$ cat src/design/fpuIsaPkg.sv
package fpuIsaPkg;

  // major opcodes of the F and D extensions
  localparam logic [6:0] opLoadFp  = 7'b0000111; // flw / fld
  localparam logic [6:0] opStoreFp = 7'b0100111; // fsw / fsd
  localparam logic [6:0] opMadd    = 7'b1000011;
  localparam logic [6:0] opMsub    = 7'b1000111;
  localparam logic [6:0] opNmsub   = 7'b1001011;
  localparam logic [6:0] opNmadd   = 7'b1001111;
  localparam logic [6:0] opFp      = 7'b1010011; // everything else in OP-FP

  // funct7[6:2] groups of OP-FP
  // funct7[1:0] carries the format and is checked on its own
  localparam logic [4:0] grpAdd       = 5'b00000;
  localparam logic [4:0] grpSub       = 5'b00001;
  localparam logic [4:0] grpMul       = 5'b00010;
  localparam logic [4:0] grpDiv       = 5'b00011;
  localparam logic [4:0] grpSqrt      = 5'b01011;
  localparam logic [4:0] grpSgnj      = 5'b00100; // fsgnj, fsgnjn, fsgnjx
  localparam logic [4:0] grpMinMax    = 5'b00101;
  localparam logic [4:0] grpCmp       = 5'b10100; // feq, flt, fle
  localparam logic [4:0] grpClassMvX  = 5'b11100; // fclass and fmv to int reg
  localparam logic [4:0] grpCvtFp     = 5'b01000; // fcvt.s.d / fcvt.d.s
  localparam logic [4:0] grpCvtToInt  = 5'b11000; // fcvt.w*.s, fcvt.l*.d ...
  localparam logic [4:0] grpCvtFromInt = 5'b11010; // fcvt.s.w*, fcvt.d.l* ...
  localparam logic [4:0] grpMvFromX   = 5'b11110; // fmv.w.x / fmv.d.x

  // rounding modes, as found in funct3 and in frm
  localparam logic [2:0] rmRne = 3'b000; // nearest, ties to even
  localparam logic [2:0] rmRtz = 3'b001; // toward zero
  localparam logic [2:0] rmRdn = 3'b010; // toward -inf
  localparam logic [2:0] rmRup = 3'b011; // toward +inf
  localparam logic [2:0] rmRmm = 3'b100; // nearest, ties away from zero
  localparam logic [2:0] rmDyn = 3'b111; // take frm from the csr

  // R4 layout used by the fused multiply-add opcodes
  typedef struct packed {
    logic [4:0] rs3;
    logic [1:0] fmt;     // 00 single, 01 double
    logic [4:0] rs2;
    logic [4:0] rs1;
    logic [2:0] funct3;  // rounding mode here
    logic [4:0] rd;
    logic [6:0] opcode;
  } fpR4_t;

  // R layout of OP-FP, loads and stores line up on funct3/opcode
  typedef struct packed {
    logic [6:0] funct7;
    logic [4:0] rs2;     // also selects the int width on conversions
    logic [4:0] rs1;
    logic [2:0] funct3;
    logic [4:0] rd;
    logic [6:0] opcode;
  } fpR_t;

  // same 32 bits, two decodings
  typedef union packed {
    fpR4_t r4;
    fpR_t  r;
  } fpInstr_u;

endpackage

$ cat src/design/fpuCtrlPkg.sv
package fpuCtrlPkg;
  import fpuIsaPkg::*; // instruction union travels in the fetch packet

  // result mux into the fp register file
  localparam logic [1:0] resLoad = 2'b00; // load data
  localparam logic [1:0] resFma  = 2'b01; // fma unit
  localparam logic [1:0] resAdd  = 2'b01; // add/sub run in the fma unit too
  localparam logic [1:0] resDiv  = 2'b10; // div / sqrt
  localparam logic [1:0] resMisc = 2'b11; // sgnj, minmax, cvt, moves

  // control word, same bit order as the decode table
  typedef struct packed {
    logic       regWrite;  // fp register write
    logic       writeInt;  // result goes to the int register file
    logic [1:0] resultSel;
    logic [2:0] opCtrl;    // per-unit op select
    logic [2:0] resSel;    // misc result select
    logic [1:0] intResSel; // int result select
    logic       divStart;
    logic       illegal;
    logic       usesRm;    // rounding mode matters
  } fpuCtrl_t;

  // default for anything that does not decode
  localparam fpuCtrl_t ctrlIllegal = 15'b0_0_00_000_000_00_0_1_0;

  // register specifiers pulled out in the first stage
  typedef struct packed {
    logic [4:0] rd;
    logic [4:0] rs1;
    logic [4:0] rs2;
    logic [4:0] rs3; // only meaningful for fma
  } fpuRegs_t;

  // latch -> decode
  typedef struct packed {
    fpInstr_u instr;
    fpuRegs_t regs;
  } fetchPkt_t;

  // decode -> issue
  typedef struct packed {
    fpuCtrl_t   ctrl;
    logic       fmt;    // 0 single, 1 double
    logic [2:0] funct3; // raw rm field, not yet resolved
    fpuRegs_t   regs;
  } decodePkt_t;

  // issue -> execute units
  typedef struct packed {
    fpuCtrl_t   ctrl;
    logic       fmt;
    logic [2:0] frm;    // resolved rounding mode
    fpuRegs_t   regs;
  } fpuIssue_t;

endpackage

$ cat src/design/fpuCtrlDecode.sv
module fpuCtrlDecode import fpuIsaPkg::*, fpuCtrlPkg::*; (
  input  logic       clk,
  input  logic       rst,
  input  fetchPkt_t  in,
  input  logic       inValid,
  output logic       inReady,
  output decodePkt_t out,
  output logic       outValid,
  input  logic       outReady
);

  logic [6:0] op;
  logic [6:0] f7;
  logic [4:0] grp;   // funct7 minus the format bits
  logic [2:0] f3;
  logic [4:0] rs2;
  fpuCtrl_t   ctrl;
  logic       fmt;
  logic       take;

  // builds one legal table entry
  function automatic fpuCtrl_t mkCtrl(
    input logic       regWrite,
    input logic       writeInt,
    input logic [1:0] resultSel,
    input logic [2:0] opCtrl,
    input logic [2:0] resSel,
    input logic [1:0] intResSel,
    input logic       divStart,
    input logic       usesRm
  );
    fpuCtrl_t c;
    c.regWrite  = regWrite;
    c.writeInt  = writeInt;
    c.resultSel = resultSel;
    c.opCtrl    = opCtrl;
    c.resSel    = resSel;
    c.intResSel = intResSel;
    c.divStart  = divStart;
    c.illegal   = 1'b0;
    c.usesRm    = usesRm;
    return c;
  endfunction

  // decoded through the r view
  assign op  = in.instr.r.opcode;
  assign f7  = in.instr.r.funct7;
  assign grp = f7[6:2];
  assign f3  = in.instr.r.funct3;
  assign rs2 = in.regs.rs2;

  always_comb begin
    ctrl = ctrlIllegal;
    case (op)
      opLoadFp:
        case (f3)
          3'b010:  ctrl = mkCtrl(1'b1, 1'b0, resLoad, 3'b000, 3'b000, 2'b00, 1'b0, 1'b0); // flw
          3'b011:  ctrl = mkCtrl(1'b1, 1'b0, resLoad, 3'b001, 3'b000, 2'b00, 1'b0, 1'b0); // fld
          default: ctrl = ctrlIllegal;
        endcase
      opStoreFp:
        case (f3)
          3'b010:  ctrl = mkCtrl(1'b0, 1'b0, resLoad, 3'b010, 3'b000, 2'b00, 1'b0, 1'b0); // fsw
          3'b011:  ctrl = mkCtrl(1'b0, 1'b0, resLoad, 3'b011, 3'b000, 2'b00, 1'b0, 1'b0); // fsd
          default: ctrl = ctrlIllegal;
        endcase
      // opCtrl for fma is {mul only, negate product, negate addend}
      opMadd:  ctrl = mkCtrl(1'b1, 1'b0, resFma, 3'b000, 3'b000, 2'b00, 1'b0, 1'b1);
      opMsub:  ctrl = mkCtrl(1'b1, 1'b0, resFma, 3'b001, 3'b000, 2'b00, 1'b0, 1'b1);
      opNmsub: ctrl = mkCtrl(1'b1, 1'b0, resFma, 3'b010, 3'b000, 2'b00, 1'b0, 1'b1);
      opNmadd: ctrl = mkCtrl(1'b1, 1'b0, resFma, 3'b011, 3'b000, 2'b00, 1'b0, 1'b1);
      opFp:
        case (grp)
          grpAdd: ctrl = mkCtrl(1'b1, 1'b0, resAdd, 3'b110, 3'b000, 2'b00, 1'b0, 1'b1);
          grpSub: ctrl = mkCtrl(1'b1, 1'b0, resAdd, 3'b111, 3'b000, 2'b00, 1'b0, 1'b1);
          grpMul: ctrl = mkCtrl(1'b1, 1'b0, resFma, 3'b100, 3'b000, 2'b00, 1'b0, 1'b1);
          grpDiv: ctrl = mkCtrl(1'b1, 1'b0, resDiv, 3'b000, 3'b000, 2'b00, 1'b1, 1'b1);
          grpSqrt:
            if (rs2 == 5'd0) ctrl = mkCtrl(1'b1, 1'b0, resDiv, 3'b001, 3'b000, 2'b00, 1'b1, 1'b1);
          grpSgnj: // funct3 picks the flavour, no rounding
            case (f3)
              3'b000:  ctrl = mkCtrl(1'b1, 1'b0, resMisc, 3'b000, 3'b001, 2'b00, 1'b0, 1'b0);
              3'b001:  ctrl = mkCtrl(1'b1, 1'b0, resMisc, 3'b001, 3'b001, 2'b00, 1'b0, 1'b0);
              3'b010:  ctrl = mkCtrl(1'b1, 1'b0, resMisc, 3'b010, 3'b001, 2'b00, 1'b0, 1'b0);
              default: ctrl = ctrlIllegal;
            endcase
          grpMinMax:
            case (f3)
              3'b000:  ctrl = mkCtrl(1'b1, 1'b0, resMisc, 3'b111, 3'b010, 2'b00, 1'b0, 1'b0); // fmin
              3'b001:  ctrl = mkCtrl(1'b1, 1'b0, resMisc, 3'b101, 3'b010, 2'b00, 1'b0, 1'b0); // fmax
              default: ctrl = ctrlIllegal;
            endcase
          grpCmp: // result lands in the int register file
            case (f3)
              3'b010:  ctrl = mkCtrl(1'b0, 1'b1, resMisc, 3'b010, 3'b000, 2'b00, 1'b0, 1'b0); // feq
              3'b001:  ctrl = mkCtrl(1'b0, 1'b1, resMisc, 3'b001, 3'b000, 2'b00, 1'b0, 1'b0); // flt
              3'b000:  ctrl = mkCtrl(1'b0, 1'b1, resMisc, 3'b011, 3'b000, 2'b00, 1'b0, 1'b0); // fle
              default: ctrl = ctrlIllegal;
            endcase
          grpClassMvX:
            if (rs2 != 5'd0) ctrl = ctrlIllegal;
            else if (f3 == 3'b001) // fclass
              ctrl = mkCtrl(1'b0, 1'b1, resMisc, 3'b000, 3'b000, 2'b10, 1'b0, 1'b0);
            else if (f3 == 3'b000) // fmv.x.w, fmv.x.d by fmt bit
              ctrl = mkCtrl(1'b0, 1'b1, resMisc, {2'b10, f7[0]}, 3'b000, 2'b01, 1'b0, 1'b0);
          grpCvtFromInt: // rs2[1:0] is w, wu, l, lu
            if (rs2[4:2] == 3'b000)
              ctrl = mkCtrl(1'b1, 1'b0, resMisc, {rs2[1:0], 1'b0}, 3'b011, 2'b00, 1'b0, 1'b1);
          grpCvtToInt:
            if (rs2[4:2] == 3'b000)
              ctrl = mkCtrl(1'b0, 1'b1, resMisc, {rs2[1:0], 1'b1}, 3'b011, 2'b11, 1'b0, 1'b1);
          grpCvtFp: // rs2 names the source format
            if (rs2[4:1] == 4'd0)
              ctrl = mkCtrl(1'b1, 1'b0, resMisc, 3'b000, 3'b100, 2'b00, 1'b0, 1'b1);
          grpMvFromX:
            if (rs2 == 5'd0 && f3 == 3'b000) // fmv.w.x / fmv.d.x
              ctrl = mkCtrl(1'b1, 1'b0, resMisc, {2'b00, f7[0]}, 3'b000, 2'b00, 1'b0, 1'b0);
          default: ctrl = ctrlIllegal; // unused group
        endcase
      default: ctrl = ctrlIllegal; // not an fp opcode
    endcase
    // only single and double, half/quad format bits are rejected
    if (op != opLoadFp && op != opStoreFp && f7[1]) ctrl = ctrlIllegal;
  end

  // precision: funct3 width for memory ops, source format for fp->fp
  always_comb begin
    if (op == opLoadFp || op == opStoreFp) begin
      fmt = f3[0];
    end else if (op == opFp && grp == grpCvtFp) begin
      fmt = ~f7[0];
    end else begin
      fmt = f7[0];
    end
  end

  assign inReady = ~outValid | outReady;
  assign take    = inValid & inReady;

  always_ff @(posedge clk) begin
    if (rst) begin
      outValid <= 1'b0;
    end else if (inReady) begin
      outValid <= inValid;
    end
  end

  always_ff @(posedge clk) begin
    if (take) begin
      out.ctrl   <= ctrl;
      out.fmt    <= fmt;
      out.funct3 <= f3; // rounding handled downstream
      out.regs   <= in.regs;
    end
  end

endmodule

$ cat src/design/fpuFrontEnd.sv
module fpuFrontEnd import fpuIsaPkg::*, fpuCtrlPkg::*; (
  input  logic       clk,
  input  logic       rst,
  input  fpInstr_u   instr,
  input  logic       instrValid,
  output logic       instrReady,
  input  logic [2:0] csrFrm,
  output fpuIssue_t  issue,
  output logic       issueValid,
  input  logic       issueReady
);

  fetchPkt_t  fetch;   // latch -> decode
  logic       fetchValid;
  logic       fetchReady;
  decodePkt_t dec;     // decode -> issue
  logic       decValid;
  logic       decReady;

  // stage 1, capture and field split
  fpuInstrLatch u_latch (
    .clk(clk), .rst(rst),
    .instr(instr), .inValid(instrValid), .inReady(instrReady),
    .out(fetch), .outValid(fetchValid), .outReady(fetchReady)
  );

  // stage 2, control word
  fpuCtrlDecode u_decode (
    .clk(clk), .rst(rst),
    .in(fetch), .inValid(fetchValid), .inReady(fetchReady),
    .out(dec), .outValid(decValid), .outReady(decReady)
  );

  // stage 3, rounding mode and final illegal flag
  fpuIssue u_issue (
    .clk(clk), .rst(rst),
    .in(dec), .inValid(decValid), .inReady(decReady),
    .csrFrm(csrFrm),
    .out(issue), .outValid(issueValid), .outReady(issueReady)
  );

endmodule

$ cat src/design/fpuInstrLatch.sv
module fpuInstrLatch import fpuIsaPkg::*, fpuCtrlPkg::*; (
  input  logic      clk,
  input  logic      rst,
  input  fpInstr_u  instr,     // raw word from fetch
  input  logic      inValid,
  output logic      inReady,
  output fetchPkt_t out,
  output logic      outValid,
  input  logic      outReady
);

  logic     take;     // word accepted this cycle
  fpuRegs_t regsNext; // specifiers from the incoming word

  // empty, or the held word leaves this cycle
  assign inReady = ~outValid | outReady;
  assign take    = inValid & inReady;

  // field split via the r4 view
  // rs3 is junk for non-fma words, decode ignores it there
  always_comb begin
    regsNext.rd  = instr.r4.rd;
    regsNext.rs1 = instr.r4.rs1;
    regsNext.rs2 = instr.r4.rs2;
    regsNext.rs3 = instr.r4.rs3;
  end

  // valid bit
  always_ff @(posedge clk) begin
    if (rst) begin
      outValid <= 1'b0;
    end else if (inReady) begin
      outValid <= inValid; // refill or drain
    end
  end

  // payload, held while stalled
  always_ff @(posedge clk) begin
    if (take) begin
      out.instr <= instr;
      out.regs  <= regsNext;
    end
  end

endmodule

$ cat src/design/fpuIssue.sv
module fpuIssue import fpuIsaPkg::*, fpuCtrlPkg::*; (
  input  logic       clk,
  input  logic       rst,
  input  decodePkt_t in,
  input  logic       inValid,
  output logic       inReady,
  input  logic [2:0] csrFrm,   // frm from the csr
  output fpuIssue_t  out,
  output logic       outValid,
  input  logic       outReady
);

  logic [2:0] frm;      // mode after dyn substitution
  logic       rmLegal;  // one of the five defined modes
  logic       badRm;
  fpuIssue_t  pkt;
  logic       take;

  // dyn pulls the csr value in, sampled as the packet enters
  assign frm = (in.funct3 == rmDyn) ? csrFrm : in.funct3;

  // 101, 110 and 111 are reserved once resolved
  assign rmLegal = frm inside {rmRne, rmRtz, rmRdn, rmRup, rmRmm};
  assign badRm   = in.ctrl.usesRm & ~rmLegal;

  always_comb begin
    pkt.ctrl = in.ctrl;
    pkt.fmt  = in.fmt;
    pkt.frm  = frm;
    pkt.regs = in.regs;
    pkt.ctrl.illegal = in.ctrl.illegal | badRm;
    // nothing illegal may write or start the divider
    if (pkt.ctrl.illegal) begin
      pkt.ctrl.regWrite = 1'b0;
      pkt.ctrl.writeInt = 1'b0;
      pkt.ctrl.divStart = 1'b0;
    end
  end

  assign inReady = ~outValid | outReady;
  assign take    = inValid & inReady;

  always_ff @(posedge clk) begin
    if (rst) begin
      outValid <= 1'b0;
    end else if (inReady) begin
      outValid <= inValid;
    end
  end

  // issue packet, held under back-pressure
  always_ff @(posedge clk) begin
    if (take) begin
      out <= pkt;
    end
  end

endmodule

$ cat config.mk
export PLATFORM = sky130hd
export DESIGN_NAME = fpuFrontEnd
export DESIGN_NICKNAME = d
export VERILOG_FILES = /design/src/design/fpuIsaPkg.sv /design/src/design/fpuCtrlPkg.sv /design/src/design/fpuCtrlDecode.sv /design/src/design/fpuFrontEnd.sv /design/src/design/fpuInstrLatch.sv /design/src/design/fpuIssue.sv
export SDC_FILE = /design/constraint.sdc
export NUM_CORES = 1
export LEC_CHECK = 0
export BUFFER_PORTS_ARGS = -buffer_cell sky130_fd_sc_hd__buf_4
export CAP_MARGIN = 20
export CORE_UTILIZATION = 40
export CTS_BUF_LIST = sky130_fd_sc_hd__clkbuf_8
export DETAILED_ROUTE_END_ITERATION = 10
export PLACE_DENSITY = 0.67
export REMOVE_ABC_BUFFERS = 1
export SETUP_SLACK_MARGIN = 0.4
export SLEW_MARGIN = 20
export SYNTH_ARGS = -nofsm -noshare
export SYNTH_HDL_FRONTEND = slang
export SYNTH_HIERARCHICAL = 1
export SYNTH_SLANG_ARGS = --single-unit
$ cat constraint.sdc
create_clock -name clk -period 2.8 [get_ports clk]
set_clock_uncertainty 0.1 [all_clocks]
set_input_delay 0.42 -clock clk [delete_from_list [all_inputs] [get_ports clk]]
set_output_delay 0.42 -clock clk [all_outputs]
set_load 0.03 [all_outputs]
# [Word level (Yosys, flattened, before mapping)]
# Index checks and enable logic that the tools add are counted.
[totals] regBits=133 output_inout_bits=41
[classes] eq_ne=29 mux=18 n_bitwise=13 n_reduce_logical=13
[ops] op="one-hot mux 15 bit (13 select lines)" n=1
[ops] op="one-hot mux 15 bit (7 select lines)" n=1
[ops] op="2-to-1 mux 15 bit" n=6
[ops] op="one-hot mux 15 bit (2 select lines)" n=2
[ops] op="one-hot mux 15 bit (3 select lines)" n=1
[ops] op="one-hot mux 14 bit (3 select lines)" n=1
[ops] op="equality test 7 bit, second input constant" n=5
[ops] op="2-to-1 mux 14 bit" n=2
[ops] op="equality test 5 bit, second input constant" n=5
[ops] op="one-hot mux 10 bit (2 select lines)" n=1
[ops] op="equality test 3 x 2 -> 1 bit, second input constant" n=4
[ops] op="equality test 5 x 2 -> 1 bit, second input constant" n=2
[ops] op="equality test 5 x 3 -> 1 bit, second input constant" n=2
[ops] op="equality test 5 x 4 -> 1 bit, second input constant" n=2
[ops] op="zero test 5 bit" n=2
[ops] op="nonzero test 5 bit" n=2
[ops] op="zero test 3 bit" n=3
[ops] op="equality test 7 x 3 -> 1 bit, second input constant" n=1
[ops] op="equality test 7 x 6 -> 1 bit, second input constant" n=1
[ops] op="!= test 7 x 3 -> 1 bit, second input constant" n=1
[ops] op="!= test 7 x 6 -> 1 bit, second input constant" n=1
[ops] op="equality test 3 x 1 -> 1 bit, second input constant" n=2
[ops] op="equality test 3 bit, second input constant" n=2
[ops] op="equality test 5 x 1 -> 1 bit, second input constant" n=1
[ops] op="8 further kinds" n=22

# [Logic depth before layout (Yosys ltp)]
# Gate-level depths: netlist (run 1).
[logic_depth] word_depth=7 depth_mapped=8

# [By module]
# The synthesis (run 1) kept the hierarchy.
[by_module_without_submodules] mod="fpuCtrlDecode" n_inst=1 cells_each=174 area_per_inst_um2=2006.9 seq_area_each_um2=1191.1
[by_module_without_submodules] mod="fpuIssue" n_inst=1 cells_each=56 area_per_inst_um2=1316.3 seq_area_each_um2=1191.1
[by_module_without_submodules] mod="fpuInstrLatch" n_inst=1 cells_each=57 area_per_inst_um2=1166.1 seq_area_each_um2=980.9

# [Worst setup path before layout (run 1)]
# No wires, ideal clock.
[synth_path] path_kind="register -> register" startpoint="register u_latch/out[51] (netlist bit)" endpoint="register u_decode/out[38] (netlist bit), data pin" setup_ns=0.158 t_arrival_ns=1.920 t_required_ns=2.542 slack_ns=0.622 path_stages_with_launch=8 n_path_buf=2 period_less_slack_ns=2.178 cell_sequence="edfxtp_1 > buf_4 > buf_6 > or4_4 > or4_4 > o211ai_2 > nor3_2 > o221ai_2"
[synth_between] elab_chain_len=3 elab_cells_between_ends=15 cone_classes="12 x eq/ne; 2 x mux; 1 x reduce/logical"
[synth_lines] item="start: declaration" line_no="fpuInstrLatch.sv:7" text="output fetchPkt_t out,"
[synth_lines] item="equality test 5 bit (tied with other cells)" line_no="fpuCtrlDecode.sv:73" text="case (grp)"
[synth_lines] item="one-hot mux 15 bit (13 select lines) *" line_no="fpuCtrlDecode.sv:73"
[synth_lines] item="one-hot mux 15 bit (7 select lines) *" line_no="fpuCtrlDecode.sv:54" text="case (op)"
[synth_lines] item="end: declaration" line_no="fpuCtrlDecode.sv:7" text="output decodePkt_t out,"
# Every way passes the cells marked *; elsewhere a longest branch is shown, timed or not.
# A chain may end at the register's enable or synchronous reset.

# [Final worst setup path (run 1)]
[layout_path] startpoint="register u_latch/out[34] (netlist bit)" endpoint="register u_decode/out[32] (netlist bit), data pin"
[layout_between] elab_chain_len=6 elab_cells_between_ends=16 cone_classes="3 x eq/ne; 11 x mux; 2 x reduce/logical"
[layout_lines] item="zero test 3 bit"
[layout_lines] item="2-to-1 mux 14 bit" line_no="fpuCtrlDecode.sv:104" text="else if (f3 == 3'b000)"
[layout_lines] item="2-to-1 mux 15 bit" line_no="fpuCtrlDecode.sv:102" text="else if (f3 == 3'b001)"
[layout_lines] item="2-to-1 mux 15 bit" line_no="fpuCtrlDecode.sv:101" text="if (rs2 != 5'd0) ctrl = ctrlIllegal;"
[layout_lines] item="one-hot mux 15 bit (13 select lines)" line_no="fpuCtrlDecode.sv:73"
[layout_lines] item="one-hot mux 15 bit (7 select lines) *" line_no="fpuCtrlDecode.sv:54"
# Marked as above.

==> results of run 1 <==
-- worst reg2reg max path, delay by kind of cell, from the launching register on --
family	cells	cell delay, ns
flip-flops	1	0.49
AO/OA/AOI/OAI	2	0.44
buffers and inverters	1	0.25
AND/OR/NAND/NOR	3	1.04
-- per-layer routing --
layer  track usage  routed length [um]  share of wire
met3        0.0474                 534          0.069
met2         0.222                3800           0.49
met4        0.0753                 204          0.026
met5             0                   0              0
met1         0.177                3200           0.41
-- what timing repair did --
item / 4_1_cts / 5_1_grt
setup buffers: 0 / 8
endpoints found under the setup margin: 0 / 2
hold buffers: 0 / 0
-- final cells by class --
| type | count | share of cell area |
|---|---|---|
| sequential | 113 | 0.609 |
| multi-input combinational | 141 | 0.167 |
| timing repair buffer | 92 | 0.125 |
| clock buffer | 17 | 0.0424 |
| tap | 136 | 0.0308 |
| clock inverter | 15 | 0.0218 |
| inverter | 5 | 0.00340 |
-- sequential cells by signal, summed over array words and instances, names as in the netlist --
register / cells
u_decode/out: 39
u_decode/outValid: 1
u_issue/out: 39
u_issue/outValid: 1
u_latch/out: 32
u_latch/outValid: 1
-- power by group through the flow --
stage / Combinational (W) / Sequential (W) / Clock [W]
3_3_place_gp: 0.000192 / 0.00201 / 0
5_1_grt: 0.000223 / 0.00198 / 0.00141
4_1_cts: 0.000195 / 0.00198 / 0.00135
6_report: 0.000207 / 0.00197 / 0.00131
2_1_floorplan: 0.0000722 / 0.00203 / 0
3_5_place_dp: 0.000194 / 0.00201 / 0
-- path summary, 6_finish.rpt --
kind                      end  cells after the start              from
min          u_latch/outValid                      2               rst
min reg2reg   u_issue/out[15]                      0  u_decode/out[15]
max reg2reg  u_decode/out[32]                      6   u_latch/out[34]
max          u_decode/out[32]                      6   u_latch/out[34]
-- stage by stage --
step | utilization | instances | hold slack [ns]
CTS | 0.522 | 511 | 0.0528
global route | 0.528 | 519 | 0.0463
detailed placement | 0.488 | 479 | 0.305
floorplan | - | 259 | 0.300
global placement | 0.488 | 479 | 0.301
finish | 0.528 | 519 | 0.0826
==> qor.yml, run 1 <==
die:
  fp.dieArea_sq_um: 11400
  initial_core_util: 0.418
  ioPinCount: 80
  dieWidth_um: 107
  std_cell_rows: 37
  fp.coreArea_sq_um: 10500
  die_y_um: 107
global_route:
  grtUsageTotal: 0.142
  antenna_found_initial: 0
  grt_pass1_wl_um: 11900
  grt-ovfl-total: 0
  grt_pass1_vias: 2447
  grt_max_degree: 40
power:
  vdd_drop_max_mv: 0.388
  power_switching_share: 0.221
  leakage_nw: 1.95
  p_clk_frac: 0.375
  p_int_w: 0.00272
  pwr-share-comb: 0.059
  powerDensity_nw_per_um2: 632
  p_sw_w: 0.000772
  seqPwrFrac: 0.566
  total_power_w: 0.00349
timing:
  fmax_mhz: 410
  period_needed_ns: 2.44
  finalCritPeriodShare: 0.871
  finalSetupTns_ns: 0
  maxSlewHeadroom: 0.418
  rsz0062_at_grt: "false"
  maxSlewViolCount: 0
  final_hold_viol_count: 0
  setup_violations: 0
  tightest_slew_ns: 0.873
  layout_setup_ws_ns: 0.360
route:
  vias_per_cell: 5.14
  wirelength_um: 7740
  drtAntennaViolNets: 0
  wl_per_cell_um: 14.9
  drc: 0
  drtIter0Drc: 268
  dr.pass1.iters: 6
  vias: 2669
logic_synthesis:
  syn-cell-area_sq_um: 4380
  yosys_warnings: 6
  syn_inst: 272
  synth_area_per_cell_sq_um: 16.1
layout:
  mostFrequentLayoutCell: "edfxtp_1"
  nNetsFinal: 409
  n_fill_cell: 864
  layout-drive-gt1-share: 0.363
  layout_common_cells: "110 x edfxtp_1, 92 x buf_4, 17 x clkbuf_8, 16 x nor2_1, 12 x nand2_1"
  regArea_sq_um: 3360
  multi_input_area_sq_um: 922
  design_area_sq_um: 5520
  area_growth_pct: 26.1
  diodes: 0
clocking:
  root_buffer: "clkbuf_8"
  clock_path_buffers: 2
  cts_resized: 0
  clkLatencyLatePin_ns: 0.40
  htreeDepth: 4
  cts_buffers: 17
  clk_pin_slew_worst_paths_ns: 0.07
  clock_sinks: 113
  cts_tree: "built"
worst_setup_path:
  cp-start-kind: "register"
  crit_family: "simple AND/OR/NAND/NOR gates"
  crit_path_end_kind: "register"
  worstPathCellList: "or2_2 > nor4_1 > buf_4 > nand4_1 > a31oi_1 > a221o_1"
  slowest_stage: "nor4_1"
  crit_path_max_fanout: 8
  arrival_ns: 2.61
  rrSetupSlack_ns: 0.36
  max_stage_delay_ns: 0.56
  criticalPathCategory: "reg -> reg"
  required_ns: 2.97
  cp_num_buf_inv: 1
placed_design:
  portBuffers: 79
  dpl_cell_area_sq_um: 5100
  dpl_worst_slack_ns: 0.562
  gp_congestion: 1.06
  dp_hpwl_um: 5460
run_status:
  outcome: "completed"
run:
  maxCapViolCount: 0
worst_hold_path:
  hp-class: "in -> reg"
Note: power is estimated with default switching activity, not from simulation.
==> run 2, diff against run 1 <==
--- a/config.mk
+++ b/config.mk
@@ -10,11 +10,10 @@
 export CORE_UTILIZATION = 40
 export CTS_BUF_LIST = sky130_fd_sc_hd__clkbuf_8
 export DETAILED_ROUTE_END_ITERATION = 10
-export PLACE_DENSITY = 0.67
+export PLACE_DENSITY = 0.68
 export REMOVE_ABC_BUFFERS = 1
 export SETUP_SLACK_MARGIN = 0.4
 export SLEW_MARGIN = 20
 export SYNTH_ARGS = -nofsm -noshare
 export SYNTH_HDL_FRONTEND = slang
-export SYNTH_HIERARCHICAL = 1
 export SYNTH_SLANG_ARGS = --single-unit
==> qor.yml, run 2 <==
run_status:
  outcome: "completed"
timing:
  maxSlewViolCount: 0  # unchanged
  setup_violations: 0  # unchanged
  tightest_slew_ns: 0.604  # -0.269 ns
  rsz0062_at_grt: "false"
  period_needed_ns: 2.24  # -0.204 ns
  finalCritPeriodShare: 0.799  # -0.0728
  whs_ns: 0.0690  # -0.0135 ns
  fmax_mhz: 447  # +9.1%
  final_hold_viol_count: 0  # unchanged
  maxSlewHeadroom: 0.594  # +0.176
logic_synthesis:
  syn-cell-area_sq_um: 4300  # -1.7%
  synth_flop_cell: "edfxtp_1"
  synth.most_common_cell: "edfxtp_1"
  yosys_warnings: 0  # -6
  synth_area_per_cell_sq_um: 16.4  # +1.7%
  yosysTopAreaCell: "edfxtp_1"
  synth_commonest_cells: "110 x edfxtp_1, 17 x a21oi_1, 17 x nor2_1"
  synthArstFlopShare: 0
  synth_top_area_frac: 0.767
  yosysSeqAreaShare: 0.781
  synth_edf_count: 110
  syn_inst: 263  # -3.3%
  synth_area_leaders: "edfxtp_1 77%, a21oi_1 2.0%, nor2_1 1.5%, dfxtp_1 1.4%, o21a_1 1.0%"
  ys_ff_latch: 113
  ys_types: 56
layout:
  area_growth_pct: 29.5
  mostFrequentLayoutCell: "edfxtp_1"
  diodes: 0  # unchanged
  n_fill_cell: 861  # -0.35%
  nNetsFinal: 406  # -0.73%
  fin_util: 0.537  # +0.00990
  layout_common_cells: "110 x edfxtp_1, 94 x buf_4, 17 x a21oi_1, 17 x nor2_1, 17 x clkbuf_8"
  top_regs: "u_decode.out x39, u_issue.out x39, u_latch.out x32"
  layout-drive-gt1-share: 0.387  # +0.0239
power:
  p_clk_frac: 0.396  # +0.021
  powerDensity_nw_per_um2: 668  # +5.7%
  p_sw_w: 0.000865  # +12%
  vdd_drop_max_mv: 0.263  # -32%
  p_int_w: 0.00286  # +5.2%
  seqPwrFrac: 0.539  # -0.027
  pwr-share-comb: 0.064  # +0.005
  power_switching_share: 0.232  # +0.0111
  leakage_nw: 1.97  # +0.89%
worst_setup_path:
  criticalPathCategory: "reg -> reg"
  rr_worst_depth: 5  # -1
  rrSetupSlack_ns: 0.56  # +0.20 ns
  slowest_stage: "or4b_4"
  crit_path_end_kind: "register"
  worstPathCellList: "or4b_4 > nand2b_1 > o21ai_0 > nor4b_1 > a311oi_1"
  crit_path_max_fanout: 12  # +4
  required_ns: 2.91  # -0.06 ns
  r2r_start: "u_latch.out[3]"
  arrival_ns: 2.35  # -0.26 ns
  max_stage_delay_ns: 0.62  # +0.06 ns
  cp-start-kind: "register"
  r2r-end: "u_decode.out[35]"
die:
  fp.coreArea_sq_um: 10400  # -0.89%
  std_cell_rows: 37  # unchanged
  initial_core_util: 0.415  # -0.00326
  die_y_um: 106  # -0.82%
  ioPinCount: 80  # unchanged
  fp.dieArea_sq_um: 11200  # -1.6%
  dieWidth_um: 106  # -0.82%
placed_design:
  gp_congestion: 0.862  # -18%
  dp_hpwl_um: 5270  # -3.5%
  portBuffers: 79  # unchanged
clocking:
  cts_buffers: 17  # unchanged
  cts_resized: 0  # unchanged
  htreeDepth: 4  # unchanged
  clk_pin_slew_worst_paths_ns: 0.08  # about the same
  clkLatencyLatePin_ns: 0.42  # +0.02 ns
  root_buffer: "clkbuf_8"
  clock_sinks: 113  # unchanged
  clock_path_buffers: 2  # unchanged
  cts_tree: "built"
worst_hold_path:
  min-delay-start: "rst"
  hp-class: "in -> reg"
  hold_path_depth: 2  # unchanged
  min_to: "u_issue.outValid"
route:
  wirelength_um: 7750  # about the same
  drc: 0  # unchanged
  drtIter0Drc: 143  # -47%
  vias_per_cell: 4.91  # -4.6%
  wl_per_cell_um: 15.0  # +0.66%
  vias: 2532  # -5.1%
  drtAntennaViolNets: 0  # unchanged
  dr.pass1.iters: 4  # -2
run:
  maxCapViolCount: 0  # unchanged
global_route:
  grt-ovfl-total: 0  # unchanged
  grtUsageTotal: 0.148  # +0.00521
  grt_pass1_wl_um: 12200  # +2.6%
  grt_pass1_vias: 2387  # -2.5%
  grt_max_degree: 40  # unchanged
  antenna_found_initial: 0  # unchanged
[run 2: area by class of cell]
| type | count | area (sq um) | share of cell area |
|---|---|---|---|
| clock buffers | 17 | 234 | 0.0420 |
| clock inverters | 15 | 158 | 0.0283 |
| inverters | 10 | 37.5 | 0.00674 |
| multi-input cells | 130 | 877 | 0.157 |
| flip-flops and latches | 113 | 3360 | 0.604 |
| well taps | 136 | 170 | 0.0305 |
| repair buffers | 95 | 733 | 0.132 |
[run 2: stage by stage]
stage | cells | worst slack [ns] | instance area [sq um] | total power, W | TNS [ns]
4_1_cts | 505 | 0.463 | 5470 | 0.00374 | 0
5_1_grt | 516 | 0.443 | 5570 | 0.00387 | 0
6_report | 516 | 0.564 | 5570 | 0.00372 | 0
3_3_place_gp | 473 | 0.580 | 5080 | 0.00226 | 0
2_1_floorplan | 253 | -1.30 | 4240 | 0.00215 | -56.27
3_5_place_dp | 473 | 0.546 | 5080 | 0.00227 | 0
[run 2: logic make-up after synthesis]
kind of cell,after synthesis,synth area share
muxes,1,0.00233
buffers and inverters,20,0.0227
AOI/OAI and AO/OA,51,0.0831
and+or+nand+nor,77,0.108
xor gates and xnor gates,1,0.00204
DFF,113,0.781
[run 2: critical path: cells and delay by family (launching register included)]
kind	cells	cell delay (ns)
compound gates	2	0.44
flops	1	0.57
simple gates	3	0.92
[run 2: how the worst max path moves through the flow]
stage | slack, ns | endpoint | start
after floorplan | -1.30 | u_decode.out[0] | u_issue.outValid
after global placement | 0.58 | u_decode.out[31] | u_latch.out[0]
after detailed placement | 0.55 | u_decode.out[35] | u_latch.out[1]
after CTS | 0.46 | u_decode.out[35] | u_latch.out[1]
after global routing | 0.44 | u_decode.out[35] | u_latch.out[2]
final | 0.56 | u_decode.out[35] | u_latch.out[3]
[run 2: timing repair]
action | CTS | global route
hold buffers | 0 | 0
setup buffers | 0 | 10
setup endpoints to repair | 0 | 3
[run 2: power by group through the flow]
stage          Combinational, W  Clock, W  Sequential (W)
5_1_grt                0.000259   0.00159         0.00202
4_1_cts                0.000214   0.00151         0.00201
3_3_place_gp           0.000213         0         0.00205
6_report               0.000240   0.00147         0.00201
2_1_floorplan         0.0000877         0         0.00206
3_5_place_dp           0.000214         0         0.00205
[run 2: metal layers]
metal / vias up / share of wire / global-route usage
met3: 12 / 0.055 / 0.0495
met4: 0 / 0.013 / 0.0665
met5: - / 0 / 0
met1: 1201 / 0.46 / 0.186
met2: 87 / 0.48 / 0.231
li1: 1232 / - / -
==> run 3, diff against run 2 <==
--- a/config.mk
+++ b/config.mk
@@ -5,6 +5,7 @@
 export SDC_FILE = /design/constraint.sdc
 export NUM_CORES = 1
 export LEC_CHECK = 0
+export ABC_AREA = 1
 export BUFFER_PORTS_ARGS = -buffer_cell sky130_fd_sc_hd__buf_4
 export CAP_MARGIN = 20
 export CORE_UTILIZATION = 40
==> constraint.sdc (replaced) <==
create_clock -name clk -period 2.1 [get_ports clk]
set_clock_uncertainty 0.1 [all_clocks]
set_input_delay 0.315 -clock clk [delete_from_list [all_inputs] [get_ports clk]]
set_output_delay 0.315 -clock clk [all_outputs]
set_load 0.03 [all_outputs]
==> qor.yml, run 3 <==
placed_design:
  gp_congestion: 0.866  # +0.48%
  dpl_worst_slack_ns: 0.251  # -0.295 ns
  dpl_cell_area_sq_um: 5210  # +2.6%
  dp_hpwl_um: 5840  # +11%
  portBuffers: 79  # unchanged
  placed_cells: 562  # +19%
clocking:
  root_buffer: "clkbuf_8"
  clk_pin_slew_worst_paths_ns: 0.07  # about the same
  clkLatencyLatePin_ns: 0.42  # about the same
  clock_path_buffers: 2  # unchanged
  cts_buffers: 17  # unchanged
  cts_tree: "built"
  htreeDepth: 4  # unchanged
  clock_sinks: 113  # unchanged
logic_synthesis:
  synth_area_leaders: "edfxtp_1 75%, nand2_1 6.2%, nor2_1 3.9%, inv_1 3.2%, nand3_1 2.6%"
  synthArstFlopShare: 0  # unchanged
  synth-xor-area-share: 0.00200  # -0.0000389
  synth_commonest_cells: "110 x edfxtp_1, 73 x nand2_1, 46 x nor2_1"
  ys_ff_latch: 113  # unchanged
  yosys.area_share.simple: 0.171  # +0.0621
  yosys-mux-area-fraction: 0  # -0.00233
  syn-cell-area_sq_um: 4390  # +1.9%
  synth_edf_count: 110  # unchanged
  synth_top_family_by_area: "simple AND/OR/NAND/NOR gates"
  yosysTopAreaCell: "edfxtp_1"
  ys_types: 20  # -64%
  yosysSeqAreaShare: 0.766  # -0.0149
  synth_flop_cell: "edfxtp_1"
  synth_area_per_cell_sq_um: 12.8  # -22%
  syn_inst: 344  # +31%
  yosys_warnings: 0  # unchanged
  synth_compound_gate_area_share: 0.0225  # -0.0606
  synth.most_common_cell: "edfxtp_1"
  synth_top_area_frac: 0.753  # -0.0147
  synthAdderAreaFrac: 0  # unchanged
worst_setup_path:
  arrival_ns: 1.86  # -0.49 ns
  r2r-end: "u_decode.out[25]"
  required_ns: 2.17  # -0.74 ns
  crit_path_end_kind: "register"
  criticalPathCategory: "reg -> reg"
  rr_worst_depth: 9  # +4
  r2r_start: "u_latch.out[1]"
  cp-start-kind: "register"
  rrSetupSlack_ns: 0.32  # -0.25 ns
  crit_path_max_fanout: 8  # -4
timing:
  rsz0062_at_grt: "true"
  final_hold_viol_count: 0  # unchanged
  tightest_slew_ns: 0.362  # -0.242 ns
  finalCritPeriodShare: 0.849  # +0.0509
  whs_ns: 0.0833  # +0.0142 ns
  maxSlewViolCount: 0  # unchanged
  layout_setup_ws_ns: 0.316  # -0.248 ns
  fmax_mhz: 561  # +25%
  setup_violations: 0  # unchanged
  period_needed_ns: 1.78  # -0.452 ns
  maxSlewHeadroom: 0.758  # +0.164
run_status:
  outcome: "completed"
layout:
  layout-drive-gt1-share: 0.341  # -0.0456
  area_growth_pct: 40.6
  n_fill_cell: 849  # -1.4%
  nNetsFinal: 530  # +31%
  fin_util: 0.590  # +0.0522
  design_area_sq_um: 6170  # +11%
  diodes: 0  # unchanged
  top_regs: "u_decode.out x39, u_issue.out x39, u_latch.out x32"
  mostFrequentLayoutCell: "edfxtp_1"
  layout_common_cells: "110 x edfxtp_1, 94 x buf_4, 62 x nand2_1, 38 x nor2_1, 36 x inv_1"
  instances_no_fill: 640  # +24%
die:
  die_y_um: 107  # +0.95%
  fp.coreArea_sq_um: 10500  # +0.89%
  dieWidth_um: 107  # +0.95%
  initial_core_util: 0.419  # +0.00434
  std_cell_rows: 37  # unchanged
  ioPinCount: 80  # unchanged
  fp.dieArea_sq_um: 11400  # +1.9%
global_route:
  grt_pass1_wl_um: 13900  # +14%
  grtUsageTotal: 0.165  # +0.0174
  grt.met2_usage: 0.276  # +0.0449
  top_usage_layer: "met2"
  grt_max_degree: 40  # unchanged
  grt-ovfl-total: 0  # unchanged
  antenna_found_initial: 0  # unchanged
  grtUsageMet1: 0.199  # +0.0132
  grt_use_met3: 0.0401  # -0.00935
  grt_pass1_vias: 2937  # +23%
worst_hold_path:
  min-delay-start: "instrValid"
  hp-class: "in -> reg"
  hold_path_depth: 3  # +1
  min_to: "u_latch.outValid"
power:
  powerDensity_nw_per_um2: 811  # +21%
  vdd_drop_max_mv: 0.375  # +42%
  leakage_nw: 2.54  # +29%
run:
  maxCapViolCount: 0  # unchanged
route:
  drtAntennaViolNets: 0  # unchanged
  drtIter0Drc: 121  # -15%
  vias: 2959  # +17%
  vias_per_cell: 4.62  # -5.8%
  wl_per_cell_um: 13.5  # -9.9%
  drc: 0  # unchanged
  wirelength_um: 8650  # +12%
  dr.pass1.iters: 4  # unchanged
-- run 3: cell count changes in the layout (fill, tap and decap cells not counted), moves of 5 or more --
cell,before,now
a21oi_1,17,10
dlygate4sd3_1,0,33
inv_1,10,36
inv_2,0,5
nand2_1,10,62
nand2_2,0,12
nand3_1,5,19
nand3_2,0,5
nand4_1,2,7
nor2_1,17,38
nor2_2,0,8
nor2_4,0,7
o21a_1,6,0
or2_2,5,0
-- run 3: kinds of logic (layout without fill, tap and decap cells) --
logic type             Yosys count  count (layout)
AO/OA/AOI/OAI                   19              19
buffers and inverters           43             203
AND/OR/NAND/NOR                168             168
flip-flops                     113             113
XOR/XNOR                         1               1
-- run 3: layer usage --
layer	wire length, um	share of wire	up-vias
met5	0	0	-
met4	161	0.019	0
met3	326	0.038	14
met2	4400	0.51	69
met1	3760	0.43	1394
li1	-	-	1482
-- run 3: report_power, final --
group	total (W)	internal, W	switching (W)	leakage [nW]
Sequential	0.00260	0.00256	0.0000383	1.09
Combinational	0.000359	0.000166	0.000194	1.25
Clock	0.00204	0.00116	0.000880	0.199
-- run 3: critical path: stages, from the launching register on --
cell and delay (ns):
edfxtp_1 0.53, nor2_4 0.26, nand3_2 0.12, nand2_2 0.11
nor2_4 0.04, nand2_4 0.09, buf_4 0.11, nand3_1 0.06
nand2_1 0.06, nand2_1 0.06
-- run 3: area by class of cell --
class | count | area (sq um) | share of cell area
multi-input cells | 188 | 992 | 0.161
flip-flops and latches | 113 | 3360 | 0.545
clock inverters | 15 | 166 | 0.0270
repair buffers | 130 | 1090 | 0.176
clock buffers | 17 | 234 | 0.0379
well taps | 136 | 170 | 0.0276
inverters | 41 | 154 | 0.0249
-- run 3: stage by stage --
step | setup TNS, ns | power, W
after floorplan | -32.87 | 0.00278
after global placement | 0 | 0.00292
after detailed placement | 0 | 0.00292
after CTS | 0 | 0.00504
after global routing | 0 | 0.00519
final | 0 | 0.00500
-- run 3: what timing repair did --
action | CTS | global route
endpoints found under the setup margin | 16 | 40
setup buffers | 9 | 4
hold buffers | 33 | 0
pin swaps | 3 | 14
resized for setup | 10 | 27
hold endpoints to repair | 35 | 0
-- run 3: worst max-delay path by stage --
stage | start | slack (ns) | cells past startpoint | end
after floorplan | u_issue.outValid | -0.84 | 1 | u_issue.out[0]
after global routing | u_latch.out[1] | 0.19 | 9 | u_decode.out[24]
after global placement | u_latch.out[3] | 0.22 | 11 | u_decode.out[32]
final | u_latch.out[1] | 0.32 | 9 | u_decode.out[25]
after detailed placement | u_latch.out[3] | 0.25 | 10 | u_decode.out[35]
after CTS | u_latch.out[25] | 0.37 | 9 | u_decode.out[28]
